[src/rs5_pkg.sv]
/* Word-only RV32I subset, no CSRs, no exceptions, no compressed code
   Unsupported encodings are mapped to OP_NOP by the decoder */
package rs5_pkg;

    // Datapath sizing
    localparam int XLEN      = 32;
    localparam int REG_COUNT = 32;

    typedef logic [XLEN-1:0]              word_t;
    typedef logic [$clog2(REG_COUNT)-1:0] reg_addr_t;
    typedef logic [3:0]                   byte_en_t;

    // First fetch after reset
    localparam word_t RESET_ADDR = 32'h0000_0000;

    // Major opcodes, instruction bits 6 to 0
    localparam logic [6:0] OPC_OP     = 7'b0110011;
    localparam logic [6:0] OPC_OP_IMM = 7'b0010011;
    localparam logic [6:0] OPC_LUI    = 7'b0110111;
    localparam logic [6:0] OPC_LOAD   = 7'b0000011;
    localparam logic [6:0] OPC_STORE  = 7'b0100011;
    localparam logic [6:0] OPC_BRANCH = 7'b1100011;
    localparam logic [6:0] OPC_JAL    = 7'b1101111;

    // Operations carried from decode to execute
    typedef enum logic [4:0] {
        OP_NOP,
        OP_ADD,
        OP_SUB,
        OP_AND,
        OP_OR,
        OP_XOR,
        OP_SLT,
        OP_SLTU,
        OP_SLL,
        OP_SRL,
        OP_SRA,
        OP_LUI,
        OP_LW,
        OP_SW,
        OP_BEQ,
        OP_BNE,
        OP_JAL
    } op_e;

endpackage

[src/rs5_regbank.sv]
/* Flip-flop bank of x1 to x31, x0 reads as zero
   Same-cycle write is forwarded to both read ports */
module rs5_regbank (
    input  logic               clk,
    input  logic               rst_i,
    input  rs5_pkg::reg_addr_t rs1_i,
    input  rs5_pkg::reg_addr_t rs2_i,
    input  rs5_pkg::reg_addr_t rd_i,
    input  logic               write_i,
    input  rs5_pkg::word_t     data_i,
    output rs5_pkg::word_t     data1_o,
    output rs5_pkg::word_t     data2_o
);
    import rs5_pkg::*;

    word_t regs [1:REG_COUNT-1];

    always_ff @(posedge clk) begin
        if (rst_i) begin
            for (int i = 1; i < REG_COUNT; i++)
                regs[i] <= '0;
        end
        else if (write_i && rd_i != '0) begin
            regs[rd_i] <= data_i;
        end
    end

    // Write-through bypass
    assign data1_o = (rs1_i == '0) ? '0 : (write_i && rd_i == rs1_i) ? data_i : regs[rs1_i];
    assign data2_o = (rs2_i == '0) ? '0 : (write_i && rd_i == rs2_i) ? data_i : regs[rs2_i];

    // Decode clears the write flag for x0 destinations
    assert property (@(posedge clk) disable iff (rst_i) write_i |-> rd_i != '0)
        else $error("register write aimed at x0");

endmodule

[src/rs5_fetch.sv]
/* Instruction memory must answer one clock after each unstalled edge
   Jump targets are expected to be word-aligned */
module rs5_fetch (
    input  logic           clk,
    input  logic           rst_i,
    input  logic           stall_i,
    input  logic           hazard_i,
    input  logic           jump_i,
    input  rs5_pkg::word_t jump_target_i,
    input  rs5_pkg::word_t instruction_i,
    output rs5_pkg::word_t instruction_address_o,
    output rs5_pkg::word_t instruction_o,
    output rs5_pkg::word_t pc_o,
    output logic           valid_o
);
    import rs5_pkg::*;

    // Address presented to memory this cycle
    word_t pc;

    // Replay the decode address on a hazard
    // so the memory hands back the held word next cycle
    assign instruction_address_o = hazard_i ? pc_o : pc;

    // Memory already adds the fetch cycle
    assign instruction_o = instruction_i;

    always_ff @(posedge clk) begin
        if (rst_i) begin
            pc      <= RESET_ADDR;
            pc_o    <= RESET_ADDR;
            valid_o <= 1'b0;
        end
        else if (!stall_i) begin
            if (jump_i) begin
                // Word in flight is wrong path
                pc      <= jump_target_i;
                valid_o <= 1'b0;
            end
            else if (!hazard_i) begin
                pc_o    <= pc;
                valid_o <= 1'b1;
                pc      <= pc + 32'd4;
            end
        end
    end

    // Only word fetches exist in this core
    assert property (@(posedge clk) disable iff (rst_i)
        instruction_address_o[1:0] == 2'b00)
        else $error("fetch address not word-aligned");

endmodule

[src/rs5_decode.sv]
/* Hazard check covers only the instruction in execute
   Retire results reach decode through the register bank bypass */
module rs5_decode (
    input  logic               clk,
    input  logic               rst_i,
    input  logic               stall_i,
    input  logic               jump_i,
    input  rs5_pkg::word_t     instruction_i,
    input  rs5_pkg::word_t     pc_i,
    input  logic               valid_i,
    input  rs5_pkg::word_t     rs1_data_i,
    input  rs5_pkg::word_t     rs2_data_i,
    output rs5_pkg::reg_addr_t rs1_o,
    output rs5_pkg::reg_addr_t rs2_o,
    output logic               hazard_o,
    output rs5_pkg::op_e       op_o,
    output rs5_pkg::word_t     first_operand_o,
    output rs5_pkg::word_t     second_operand_o,
    output rs5_pkg::word_t     store_data_o,
    output rs5_pkg::word_t     pc_o,
    output rs5_pkg::word_t     imm_o,
    output rs5_pkg::reg_addr_t rd_o,
    output logic               write_o,
    output logic               valid_o
);
    import rs5_pkg::*;

    logic [6:0] opcode;
    logic [2:0] funct3;
    logic       alt;
    reg_addr_t  rd;
    op_e        op;
    word_t      imm;
    logic       writes;
    logic       use_rs2;

    // Shared funct3 map of OP and OP-IMM
    function automatic op_e alu_op(input logic [2:0] f3, input logic sub, input logic arith);
        case (f3)
            3'b000:  return sub ? OP_SUB : OP_ADD;
            3'b001:  return OP_SLL;
            3'b010:  return OP_SLT;
            3'b011:  return OP_SLTU;
            3'b100:  return OP_XOR;
            3'b101:  return arith ? OP_SRA : OP_SRL;
            3'b110:  return OP_OR;
            default: return OP_AND;
        endcase
    endfunction

    //////////////////////////////////////////////////////////////////////
    // Field split and immediates
    //////////////////////////////////////////////////////////////////////

    assign opcode = instruction_i[6:0];
    assign funct3 = instruction_i[14:12];
    assign alt    = instruction_i[30];
    assign rd     = instruction_i[11:7];
    assign rs1_o  = instruction_i[19:15];
    assign rs2_o  = instruction_i[24:20];

    always_comb begin
        op  = OP_NOP;
        // I-type unless the format says otherwise
        imm = {{20{instruction_i[31]}}, instruction_i[31:20]};
        case (opcode)
            OPC_OP:     op = alu_op(funct3, alt, alt);
            OPC_OP_IMM: op = alu_op(funct3, 1'b0, alt);
            OPC_LUI: begin
                op  = OP_LUI;
                imm = {instruction_i[31:12], 12'b0};
            end
            OPC_LOAD: begin
                if (funct3 == 3'b010)
                    op = OP_LW;
            end
            OPC_STORE: begin
                if (funct3 == 3'b010)
                    op = OP_SW;
                imm = {{20{instruction_i[31]}}, instruction_i[31:25], instruction_i[11:7]};
            end
            OPC_BRANCH: begin
                if (funct3 == 3'b000)
                    op = OP_BEQ;
                else if (funct3 == 3'b001)
                    op = OP_BNE;
                imm = {{19{instruction_i[31]}}, instruction_i[31], instruction_i[7],
                       instruction_i[30:25], instruction_i[11:8], 1'b0};
            end
            OPC_JAL: begin
                op  = OP_JAL;
                imm = {{11{instruction_i[31]}}, instruction_i[31], instruction_i[19:12],
                       instruction_i[20], instruction_i[30:21], 1'b0};
            end
            default: op = OP_NOP;
        endcase
    end

    // Ops with a destination register
    assign writes  = !(op inside {OP_NOP, OP_SW, OP_BEQ, OP_BNE});
    // Register second operand only for R-type and compares
    assign use_rs2 = (opcode == OPC_OP) || (opcode == OPC_BRANCH);

    //////////////////////////////////////////////////////////////////////
    // Hazard and issue
    //////////////////////////////////////////////////////////////////////

    // write_o already excludes bubbles and x0
    assign hazard_o = valid_i && write_o && (rd_o == rs1_o || rd_o == rs2_o);

    always_ff @(posedge clk) begin
        if (rst_i) begin
            valid_o <= 1'b0;
            op_o    <= OP_NOP;
            write_o <= 1'b0;
            rd_o    <= '0;
        end
        else if (!stall_i) begin
            if (jump_i || hazard_o || !valid_i) begin
                // Bubble
                valid_o <= 1'b0;
                op_o    <= OP_NOP;
                write_o <= 1'b0;
            end
            else begin
                valid_o <= 1'b1;
                op_o    <= op;
                write_o <= writes && (rd != '0);
                rd_o    <= rd;
            end
        end
    end

    // Operand payload
    always_ff @(posedge clk) begin
        if (!stall_i) begin
            first_operand_o  <= rs1_data_i;
            second_operand_o <= use_rs2 ? rs2_data_i : imm;
            store_data_o     <= rs2_data_i;
            pc_o             <= pc_i;
            imm_o            <= imm;
        end
    end

    // Held instruction comes back unchanged from fetch after a hazard edge
    assert property (@(posedge clk) disable iff (rst_i)
        hazard_o && !stall_i && !jump_i |=>
            valid_i && $stable(instruction_i) && $stable(pc_i))
        else $error("instruction lost during hazard hold");

endmodule

[src/rs5_execute.sv]
/* Loads take mem_data_i in the retire cycle, one clock after the request
   Only full-word accesses, the write mask is all-ones or zero */
module rs5_execute (
    input  logic                clk,
    input  logic                rst_i,
    input  logic                stall_i,
    input  rs5_pkg::op_e        op_i,
    input  rs5_pkg::word_t      first_operand_i,
    input  rs5_pkg::word_t      second_operand_i,
    input  rs5_pkg::word_t      store_data_i,
    input  rs5_pkg::word_t      pc_i,
    input  rs5_pkg::word_t      imm_i,
    input  rs5_pkg::reg_addr_t  rd_i,
    input  logic                write_i,
    input  logic                valid_i,
    input  rs5_pkg::word_t      mem_data_i,
    output logic                jump_o,
    output rs5_pkg::word_t      jump_target_o,
    output logic                mem_operation_enable_o,
    output rs5_pkg::byte_en_t   mem_write_enable_o,
    output rs5_pkg::word_t      mem_address_o,
    output rs5_pkg::word_t      mem_data_o,
    output logic                reg_write_o,
    output rs5_pkg::reg_addr_t  reg_rd_o,
    output rs5_pkg::word_t      reg_data_o
);
    import rs5_pkg::*;

    word_t     sum;
    word_t     result;
    logic      equal;
    // Retire stage
    logic      write_q;
    logic      load_q;
    reg_addr_t rd_q;
    word_t     result_q;

    //////////////////////////////////////////////////////////////////////
    // ALU
    //////////////////////////////////////////////////////////////////////

    // Adder shared by ADD, loads and stores
    assign sum   = first_operand_i + second_operand_i;
    assign equal = (first_operand_i == second_operand_i);

    always_comb begin
        case (op_i)
            OP_ADD:  result = sum;
            OP_SUB:  result = first_operand_i - second_operand_i;
            OP_AND:  result = first_operand_i & second_operand_i;
            OP_OR:   result = first_operand_i | second_operand_i;
            OP_XOR:  result = first_operand_i ^ second_operand_i;
            OP_SLT:  result = {31'b0, $signed(first_operand_i) < $signed(second_operand_i)};
            OP_SLTU: result = {31'b0, first_operand_i < second_operand_i};
            OP_SLL:  result = first_operand_i << second_operand_i[4:0];
            OP_SRL:  result = first_operand_i >> second_operand_i[4:0];
            OP_SRA:  result = $signed(first_operand_i) >>> second_operand_i[4:0];
            OP_LUI:  result = second_operand_i;
            OP_LW:   result = sum;
            OP_SW:   result = sum;
            // Link value
            OP_JAL:  result = pc_i + 32'd4;
            default: result = '0;
        endcase
    end

    //////////////////////////////////////////////////////////////////////
    // Branches and memory request
    //////////////////////////////////////////////////////////////////////

    assign jump_o = valid_i && ((op_i == OP_BEQ && equal) ||
                                (op_i == OP_BNE && !equal) ||
                                (op_i == OP_JAL));
    assign jump_target_o = pc_i + imm_i;

    assign mem_operation_enable_o = valid_i && (op_i == OP_LW || op_i == OP_SW);
    assign mem_write_enable_o     = (valid_i && op_i == OP_SW) ? 4'hF : 4'h0;
    assign mem_address_o          = sum;
    assign mem_data_o             = store_data_i;

    //////////////////////////////////////////////////////////////////////
    // Retire
    //////////////////////////////////////////////////////////////////////

    always_ff @(posedge clk) begin
        if (rst_i) begin
            write_q <= 1'b0;
            load_q  <= 1'b0;
        end
        else if (!stall_i) begin
            write_q <= valid_i && write_i;
            load_q  <= valid_i && op_i == OP_LW;
        end
    end

    always_ff @(posedge clk) begin
        if (!stall_i) begin
            rd_q     <= rd_i;
            result_q <= result;
        end
    end

    // Load data arrives during retire
    assign reg_write_o = write_q;
    assign reg_rd_o    = rd_q;
    assign reg_data_o  = load_q ? mem_data_i : result_q;

    // Stalled request repeats unchanged
    assert property (@(posedge clk) disable iff (rst_i)
        stall_i |=> $stable(mem_operation_enable_o) && $stable(mem_write_enable_o) &&
                    $stable(mem_address_o) && $stable(mem_data_o))
        else $error("memory request changed under stall");

endmodule

[src/rs5_core.sv]
/* Four-stage in-order RV32I subset core, stall_i freezes every stage
   Both memories answer one clock after an unstalled edge */
module rs5_core (
    input  logic              clk,
    input  logic              rst_i,
    input  logic              stall_i,
    input  rs5_pkg::word_t    instruction_i,
    input  rs5_pkg::word_t    mem_data_i,
    output rs5_pkg::word_t    instruction_address_o,
    output logic              mem_operation_enable_o,
    output rs5_pkg::byte_en_t mem_write_enable_o,
    output rs5_pkg::word_t    mem_address_o,
    output rs5_pkg::word_t    mem_data_o
);
    import rs5_pkg::*;

    // Control between stages
    logic      jump;
    word_t     jump_target;
    logic      hazard;

    // Fetch to decode
    word_t     fetch_instruction;
    word_t     fetch_pc;
    logic      fetch_valid;

    // Register read
    reg_addr_t rs1;
    reg_addr_t rs2;
    word_t     rs1_data;
    word_t     rs2_data;

    // Decode to execute
    op_e       ex_op;
    word_t     ex_first;
    word_t     ex_second;
    word_t     ex_store_data;
    word_t     ex_pc;
    word_t     ex_imm;
    reg_addr_t ex_rd;
    logic      ex_write;
    logic      ex_valid;

    // Retire write-back
    logic      wb_write;
    reg_addr_t wb_rd;
    word_t     wb_data;

    //////////////////////////////////////////////////////////////////////
    // Front end
    //////////////////////////////////////////////////////////////////////

    rs5_fetch fetch1 (
        .clk                   (clk),
        .rst_i                 (rst_i),
        .stall_i               (stall_i),
        .hazard_i              (hazard),
        .jump_i                (jump),
        .jump_target_i         (jump_target),
        .instruction_i         (instruction_i),
        .instruction_address_o (instruction_address_o),
        .instruction_o         (fetch_instruction),
        .pc_o                  (fetch_pc),
        .valid_o               (fetch_valid)
    );

    rs5_decode decoder1 (
        .clk              (clk),
        .rst_i            (rst_i),
        .stall_i          (stall_i),
        .jump_i           (jump),
        .instruction_i    (fetch_instruction),
        .pc_i             (fetch_pc),
        .valid_i          (fetch_valid),
        .rs1_data_i       (rs1_data),
        .rs2_data_i       (rs2_data),
        .rs1_o            (rs1),
        .rs2_o            (rs2),
        .hazard_o         (hazard),
        .op_o             (ex_op),
        .first_operand_o  (ex_first),
        .second_operand_o (ex_second),
        .store_data_o     (ex_store_data),
        .pc_o             (ex_pc),
        .imm_o            (ex_imm),
        .rd_o             (ex_rd),
        .write_o          (ex_write),
        .valid_o          (ex_valid)
    );

    // Written from retire, read from decode
    rs5_regbank regbank1 (
        .clk     (clk),
        .rst_i   (rst_i),
        .rs1_i   (rs1),
        .rs2_i   (rs2),
        .rd_i    (wb_rd),
        .write_i (wb_write),
        .data_i  (wb_data),
        .data1_o (rs1_data),
        .data2_o (rs2_data)
    );

    //////////////////////////////////////////////////////////////////////
    // Back end
    //////////////////////////////////////////////////////////////////////

    rs5_execute execute1 (
        .clk                    (clk),
        .rst_i                  (rst_i),
        .stall_i                (stall_i),
        .op_i                   (ex_op),
        .first_operand_i        (ex_first),
        .second_operand_i       (ex_second),
        .store_data_i           (ex_store_data),
        .pc_i                   (ex_pc),
        .imm_i                  (ex_imm),
        .rd_i                   (ex_rd),
        .write_i                (ex_write),
        .valid_i                (ex_valid),
        .mem_data_i             (mem_data_i),
        .jump_o                 (jump),
        .jump_target_o          (jump_target),
        .mem_operation_enable_o (mem_operation_enable_o),
        .mem_write_enable_o     (mem_write_enable_o),
        .mem_address_o          (mem_address_o),
        .mem_data_o             (mem_data_o),
        .reg_write_o            (wb_write),
        .reg_rd_o               (wb_rd),
        .reg_data_o             (wb_data)
    );

endmodule

[config.mk]
export PLATFORM = sky130hd
export DESIGN_NAME = rs5_core
export DESIGN_NICKNAME = d
export VERILOG_FILES = /design/src/rs5_pkg.sv /design/src/rs5_regbank.sv /design/src/rs5_fetch.sv /design/src/rs5_decode.sv /design/src/rs5_execute.sv /design/src/rs5_core.sv
export SDC_FILE = /design/constraint.sdc
export NUM_CORES = 2
export LEC_CHECK = 0
export BUFFER_PORTS_ARGS = -buffer_cell sky130_fd_sc_hd__buf_2
export CORE_UTILIZATION = 45
export DETAILED_ROUTE_END_ITERATION = 12
export GPL_TIMING_DRIVEN = 0
export HOLD_SLACK_MARGIN = 0.06
export SLEW_MARGIN = 20
export SYNTH_ARGS = -nofsm -noshare
export SYNTH_HDL_FRONTEND = slang
export SYNTH_HIERARCHICAL = 1
export SYNTH_SLANG_ARGS = --single-unit
[constraint.sdc]
create_clock -name clk -period 5.9 [get_ports clk]
set_input_delay 1.18 -clock clk [delete_from_list [all_inputs] [get_ports clk]]
set_output_delay 1.18 -clock clk [all_outputs]
set_load 0.01 [all_outputs]
**Word level (Yosys, flattened, before mapping)**

Memories as Yosys holds them, arrays and structs flattened.
Index checks and enable logic that the tools add are counted.
W data, S select, Z words.

- Flip-flop bits (word level): 276
- Bits in latches: 0
- RAM bits: 992
- ROM bits: 0
- Bits of input ports: 67
- Logic and storage cells: 139
- Memories: 1

Memory list:

| memory | words | bits a word | rd ports | clocked after Yosys merged registers in | write ports | RTL line | text |
|---|---|---|---|---|---|---|---|
| regbank1.regs | 31 | 32 | 2 | 0 | 31 | rs5_regbank.sv:16 | `word_t regs [1:REG_COUNT-1];` |

- Add/sub/neg operators: 5
- $mul: 0
- Divide/modulo/power cells: 0
- Magnitude comparators: 2
- Eq/ne operators: 38
- Shifts and indexed selects: 3
- Multiplexer cells: 33
- Bitwise operators: 6
- Reductions and logical operators: 35

Operators with widths:

| operator | number |
|---|---|
| $pmux W32 S12 | 1 |
| $mux W32 | 9 |
| $pmux W31 S4 | 1 |
| $pmux W5 S7 | 3 |
| $add A32 B3 Y32 const B | 2 |
| $add A32 B32 Y32 | 2 |
| $lt A32 B32 Y1 | 2 |
| $eq A5 B4 Y1 const B | 11 |
| $and A32 B32 Y32 | 1 |
| $eq A32 B32 Y1 | 1 |
| $or A32 B32 Y32 | 1 |
| $reduce_or A32 Y1 | 1 |
| $shl A32 B5 Y32 | 1 |
| $shr A32 B5 Y32 | 1 |
| $sshr A32 B5 Y32 | 1 |
| $sub A32 B32 Y32 | 1 |
| $xor A32 B32 Y32 | 1 |
| $eq A7 B6 Y1 const B | 3 |
| $eq A5 B3 Y1 const B | 4 |
| $eq A5 B5 Y1 | 4 |
| $mux W4 | 4 |
| $logic_not A5 Y1 | 3 |
| $mux W5 | 3 |
| $eq A7 B7 Y1 const B | 2 |
| 20 further kinds | 59 |

**Longest topological paths before layout**

- Depth in word-level cells: 10
- Gate-level depth with buffers: 18
- Mapped depth without buffers: 16

**Cells and area by module**

Netlist, hierarchy kept.

By module, submodules not included:

| module | instances | cells an instance | area each (sq um) | seq. area each (sq um) |
|---|---|---|---|---|
| rs5_regbank | 1 | 3801 | 55054.1 | 30749.5 |
| rs5_execute | 1 | 1865 | 13256.5 | 1151.1 |
| rs5_decode | 1 | 380 | 6570.1 | 5044.8 |
| rs5_fetch | 1 | 495 | 3809.9 | 1301.2 |

**Worst setup path before layout**

Ideal clock, no wire load.

- Kind: input port to flip-flop
- Start point: in stall_i
- End point: reg decoder1.first_operand_o[0], enable pin
- Library setup time: 512 ps
- Arrival time: 4475 ps
- Data required time: 5388 ps
- Setup slack: 913 ps
- Stages on the path: 2
- Path through: clkbuf_1 > inv_1

RTL lines:

| what | RTL line | text |
|---|---|---|
| start: declaration | rs5_core.sv:6 | `input logic stall_i,` |
| end signal: assignment | rs5_decode.sv:137 | `first_operand_o <= rs1_data_i;` |
| end: declaration | rs5_decode.sv:17 | `output rs5_pkg::word_t first_operand_o,` |

No word-level cell between the ends.

**Worst setup path in the final report**

- Start point: reg decoder1.first_operand_o[17]
- End point: reg fetch1.pc_o[28]

- Cells in the longest elaborated chain, start to end: 8

Ends and longest elaborated chain:

| what | RTL line | text |
|---|---|---|
| $eq A32 B32 Y1 * | rs5_execute.sv:44 | `assign equal = (first_operand_i == second_operand_i);` |
| $logic_not A1 Y1 | rs5_execute.sv:72 | `(op_i == OP_BNE && !equal) \|\|` |
| $logic_and A1 B1 Y1 | rs5_execute.sv:72 |  |
| $logic_or A1 B1 Y1 * | rs5_execute.sv:71 | `assign jump_o = valid_i && ((op_i == OP_BEQ && equal) \|\|` |
| $logic_or A1 B1 Y1 * | rs5_execute.sv:72 |  |
| $logic_and A1 B1 Y1 * | rs5_execute.sv:71 |  |
| named net jump | rs5_core.sv:18 | `logic jump;` |
| $not A1 Y1 (no source line) * | n/a |  |
| $reduce_and A2 Y1 (no source line) * | n/a |  |
| end signal: assignment | rs5_fetch.sv:41 | `pc_o <= pc;` |
| end: declaration | rs5_fetch.sv:13 | `output rs5_pkg::word_t pc_o,` |

Mark *: on every way through the listed nets, which the timed path passes. The rest lies on a longest branch.
A chain may end at the register's enable or synchronous reset.

==> flow_summary.toml <==
[yosys]
synth_area_leaders = "edfxtp_1 (47%), mux4_2 (11%), and2_1 (8.0%)"
yosys.area.top_type = "edfxtp_1"
avgSynthCellArea_um2 = 12.0
async_flop_share_pct = 0
synth_flop_cell = "edfxtp_1"
synth_edf_count = 1221
synth_top_area_share_pct = 46.6
yosysSeqAreaShare_pct = 48.6
syn_area_um2 = 78700
synth_warnings = 6
yosys-top-cells-count = "edfxtp_1 (1221), and2_1 (1009), mux2i_1 (398)"
post-synth-top-count-cell = "edfxtp_1"
ys_seq_elements = 1300
ys_types = 117
postSynthCellCount = 6541

[route]
first_iter_violations = 9213
first_pass_iters = 8
wirelength_mm = 400
drcViolationCount = 0
vias_per_cell = 6.78
antenna_left = 0
vias = 63300
wl_per_cell_um = 42.9

[timing]
slew_headroom_pct = 11.3
setup-tns-final_ps = -154
timing.fmax_mhz = 169
fin_skew_ps = 29.9
timing.final.crit_share_pct = 100
slew_violations = 0
worst_pin_slew_ps = 1330
hold_viol = 0
setup_viol = 8
min_period_ps = 5930
postLayoutSetupSlackWorst_ps = -28.0
whs_ps = 458

[critical_path]
critPathArrivalTime_ps = 6670
r2r_slack_ps = -30
end_kind = "flop"
r2r-end = "fetch1/pc_o[28]"
rr_worst_depth = 17
critPathMaxFanout = 10
required_ps = 6640
worstSetupPathType = "reg2reg"
start_kind = "flop"
timing.rr.start = "decoder1/first_operand_o[17]"

[die]
die_y_um = 420
num_rows = 153
start_util_pct = 45.3
io_pins = 168
die_area_um2 = 177000
die-width_um = 420
fp.coreArea_um2 = 174000

[finish]
layout-drive-gt1-share_pct = 17.8
area_growth_pct = 11.3
final_util_pct = 50.4
stdcell_area_um2 = 87600
fin_cells = 9327
fillers = 15700
nNetsFinal = 7076

[power]
p_leak_nw = 32.5
peakVddDrop_mv = 0.304
power_mw = 24.4
powerDensity_nw_per_um2 = 279

[cts]
clk_path_buf_depth = 3
cts_buffers = 149
cts_hold_buffers = 0
cts.reportedPaths.clkPinSlew_ps = 60
h-tree-depth = 4
root_buffer = "clkbuf_16"
cts_tree = "done"
cts_sinks = 1300
insertion_delay_ps = 850

[run]
max-cap-violations = 0

[min_path]
holdPathEnd = "decoder1/pc_o[3]"
hp-class = "reg2reg"
min_path_cells = 0
hold_start = "fetch1/pc_o[3]"

[placement]
io_buffer_count = 135
dpl-instance-area_um2 = 82600
gp_congestion = 1.07
dp.cells = 9040
pre_cts_ws_ps = -528
hpwl_mm = 295

[global_routing]
grt_usage_pct = 44.7
grt_max_degree = 85
grt_first_pass_wirelength_mm = 524
antenna_found_initial = 29
grt_pass1_vias = 59900
grt_overflow = 0

[run_status]
violations = "setup timing"
status = "finished, violations left"
[worst max path at each step]
stage / cells after the start / slack, ps / to / from
after floorplan: 2 / 910 / decoder1/first_operand_o[0] / stall_i
after global placement: 18 / -1320 / fetch1/pc_o[29] / decoder1/second_operand_o[2]
after detailed placement: 14 / -530 / mem_address_o[27] / decoder1/second_operand_o[1]
after CTS: 13 / 10 / mem_address_o[30] / decoder1/second_operand_o[3]
after global routing: 15 / -6 / mem_address_o[31] / decoder1/second_operand_o[1]
final: 17 / -30 / fetch1/pc_o[28] / decoder1/first_operand_o[17]
[flip-flops by register name, indices dropped and copies added (netlist names), 5 cells and up]
| name | count |
|---|---|
| decoder1/first_operand_o | 32 |
| decoder1/imm_o | 32 |
| decoder1/op_o | 5 |
| decoder1/pc_o | 32 |
| decoder1/rd_o | 5 |
| decoder1/second_operand_o | 32 |
| decoder1/store_data_o | 32 |
| execute1/reg_rd_o | 5 |
| execute1/result_q | 32 |
| fetch1/pc | 32 |
| fetch1/pc_o | 32 |
| regbank1/regs | 1024 |
[report_power, final]
part	leakage [nW]	switching, mW	total (mW)	internal (mW)
Combinational	17.0	3.18	4.54	1.36
Sequential	13.2	0.308	10.8	10.5
Clock	2.25	4.02	9.07	5.05
Total	32.5	7.51	24.4	16.9
[cells in the final DEF (no fill, tap or decap), drive strengths merged, types with 60 or more instances in the layout]
cell type,Yosys,final
o21ai,209,209
buf,281,435
a211oi,66,66
dfxtp,79,79
mux4,393,393
inv,130,136
and2,1013,1013
nand3,74,74
a221oi,60,60
clkinv,3,61
o22ai,70,70
nand2,361,361
clkbuf,382,572
a22oi,133,133
nor2,274,274
edfxtp,1221,1221
mux2,110,110
xnor2,99,99
ha,131,131
a21oi,290,290
mux2i,398,398
[layer usage]
| metal | part of all wire (%) | up-vias | global-route usage, % |
|---|---|---|---|
| li1 | - | 25400 | - |
| met1 | 35 | 32100 | 52.4 |
| met2 | 44 | 4506 | 67.1 |
| met3 | 11 | 1250 | 12.1 |
| met4 | 11 | 18 | 40.3 |
| met5 | 0.035 | - | 0.222 |
[cell families after synthesis]
kind of cell / Yosys count / synth area share [%]
flops: 1300 / 48.6
mux: 901 / 17.9
xor+xnor: 121 / 1.35
fa+ha+maj: 134 / 2.16
simple gates: 2036 / 14.2
compound gates: 1252 / 11.0
other cells: 1 / 0.00477
buf+inv: 796 / 4.78
[layout make-up]
cell class	count	area, µm²	area share [%]
plain buffers	659	3310	3.78
multi-input cells	4476	37000	42.2
clock buffers	192	3990	4.55
inverters	133	526	0.600
repair buffers	156	948	1.08
diodes	14	35.0	0.0400
clock inverters	72	636	0.726
flip-flops and latches	1300	38200	43.7
well taps	2325	2910	3.32
[worst max-delay path: stages (launching register included)]
cell,delay [ps]
edfxtp_1,810
inv_1,100
ha_1,350
clkbuf_1,300
nor4_1,970
nand4_1,320
nor3_1,330
xnor2_1,150
nand3_1,130
a21boi_1,160
buf_4,220
buf_2,250
inv_1,100
nand3_1,270
buf_2,370
clkbuf_1,700
nand2_1,110
a21oi_1,160
[timing repair]
action                                  CTS  global route
endpoints found under the setup margin   52            16
cloned                                    0             0
pin swaps                                 2             2
setup buffers                             9             4
resized for setup                        24             6
No activity file was read; power rests on OpenSTA's default activity.
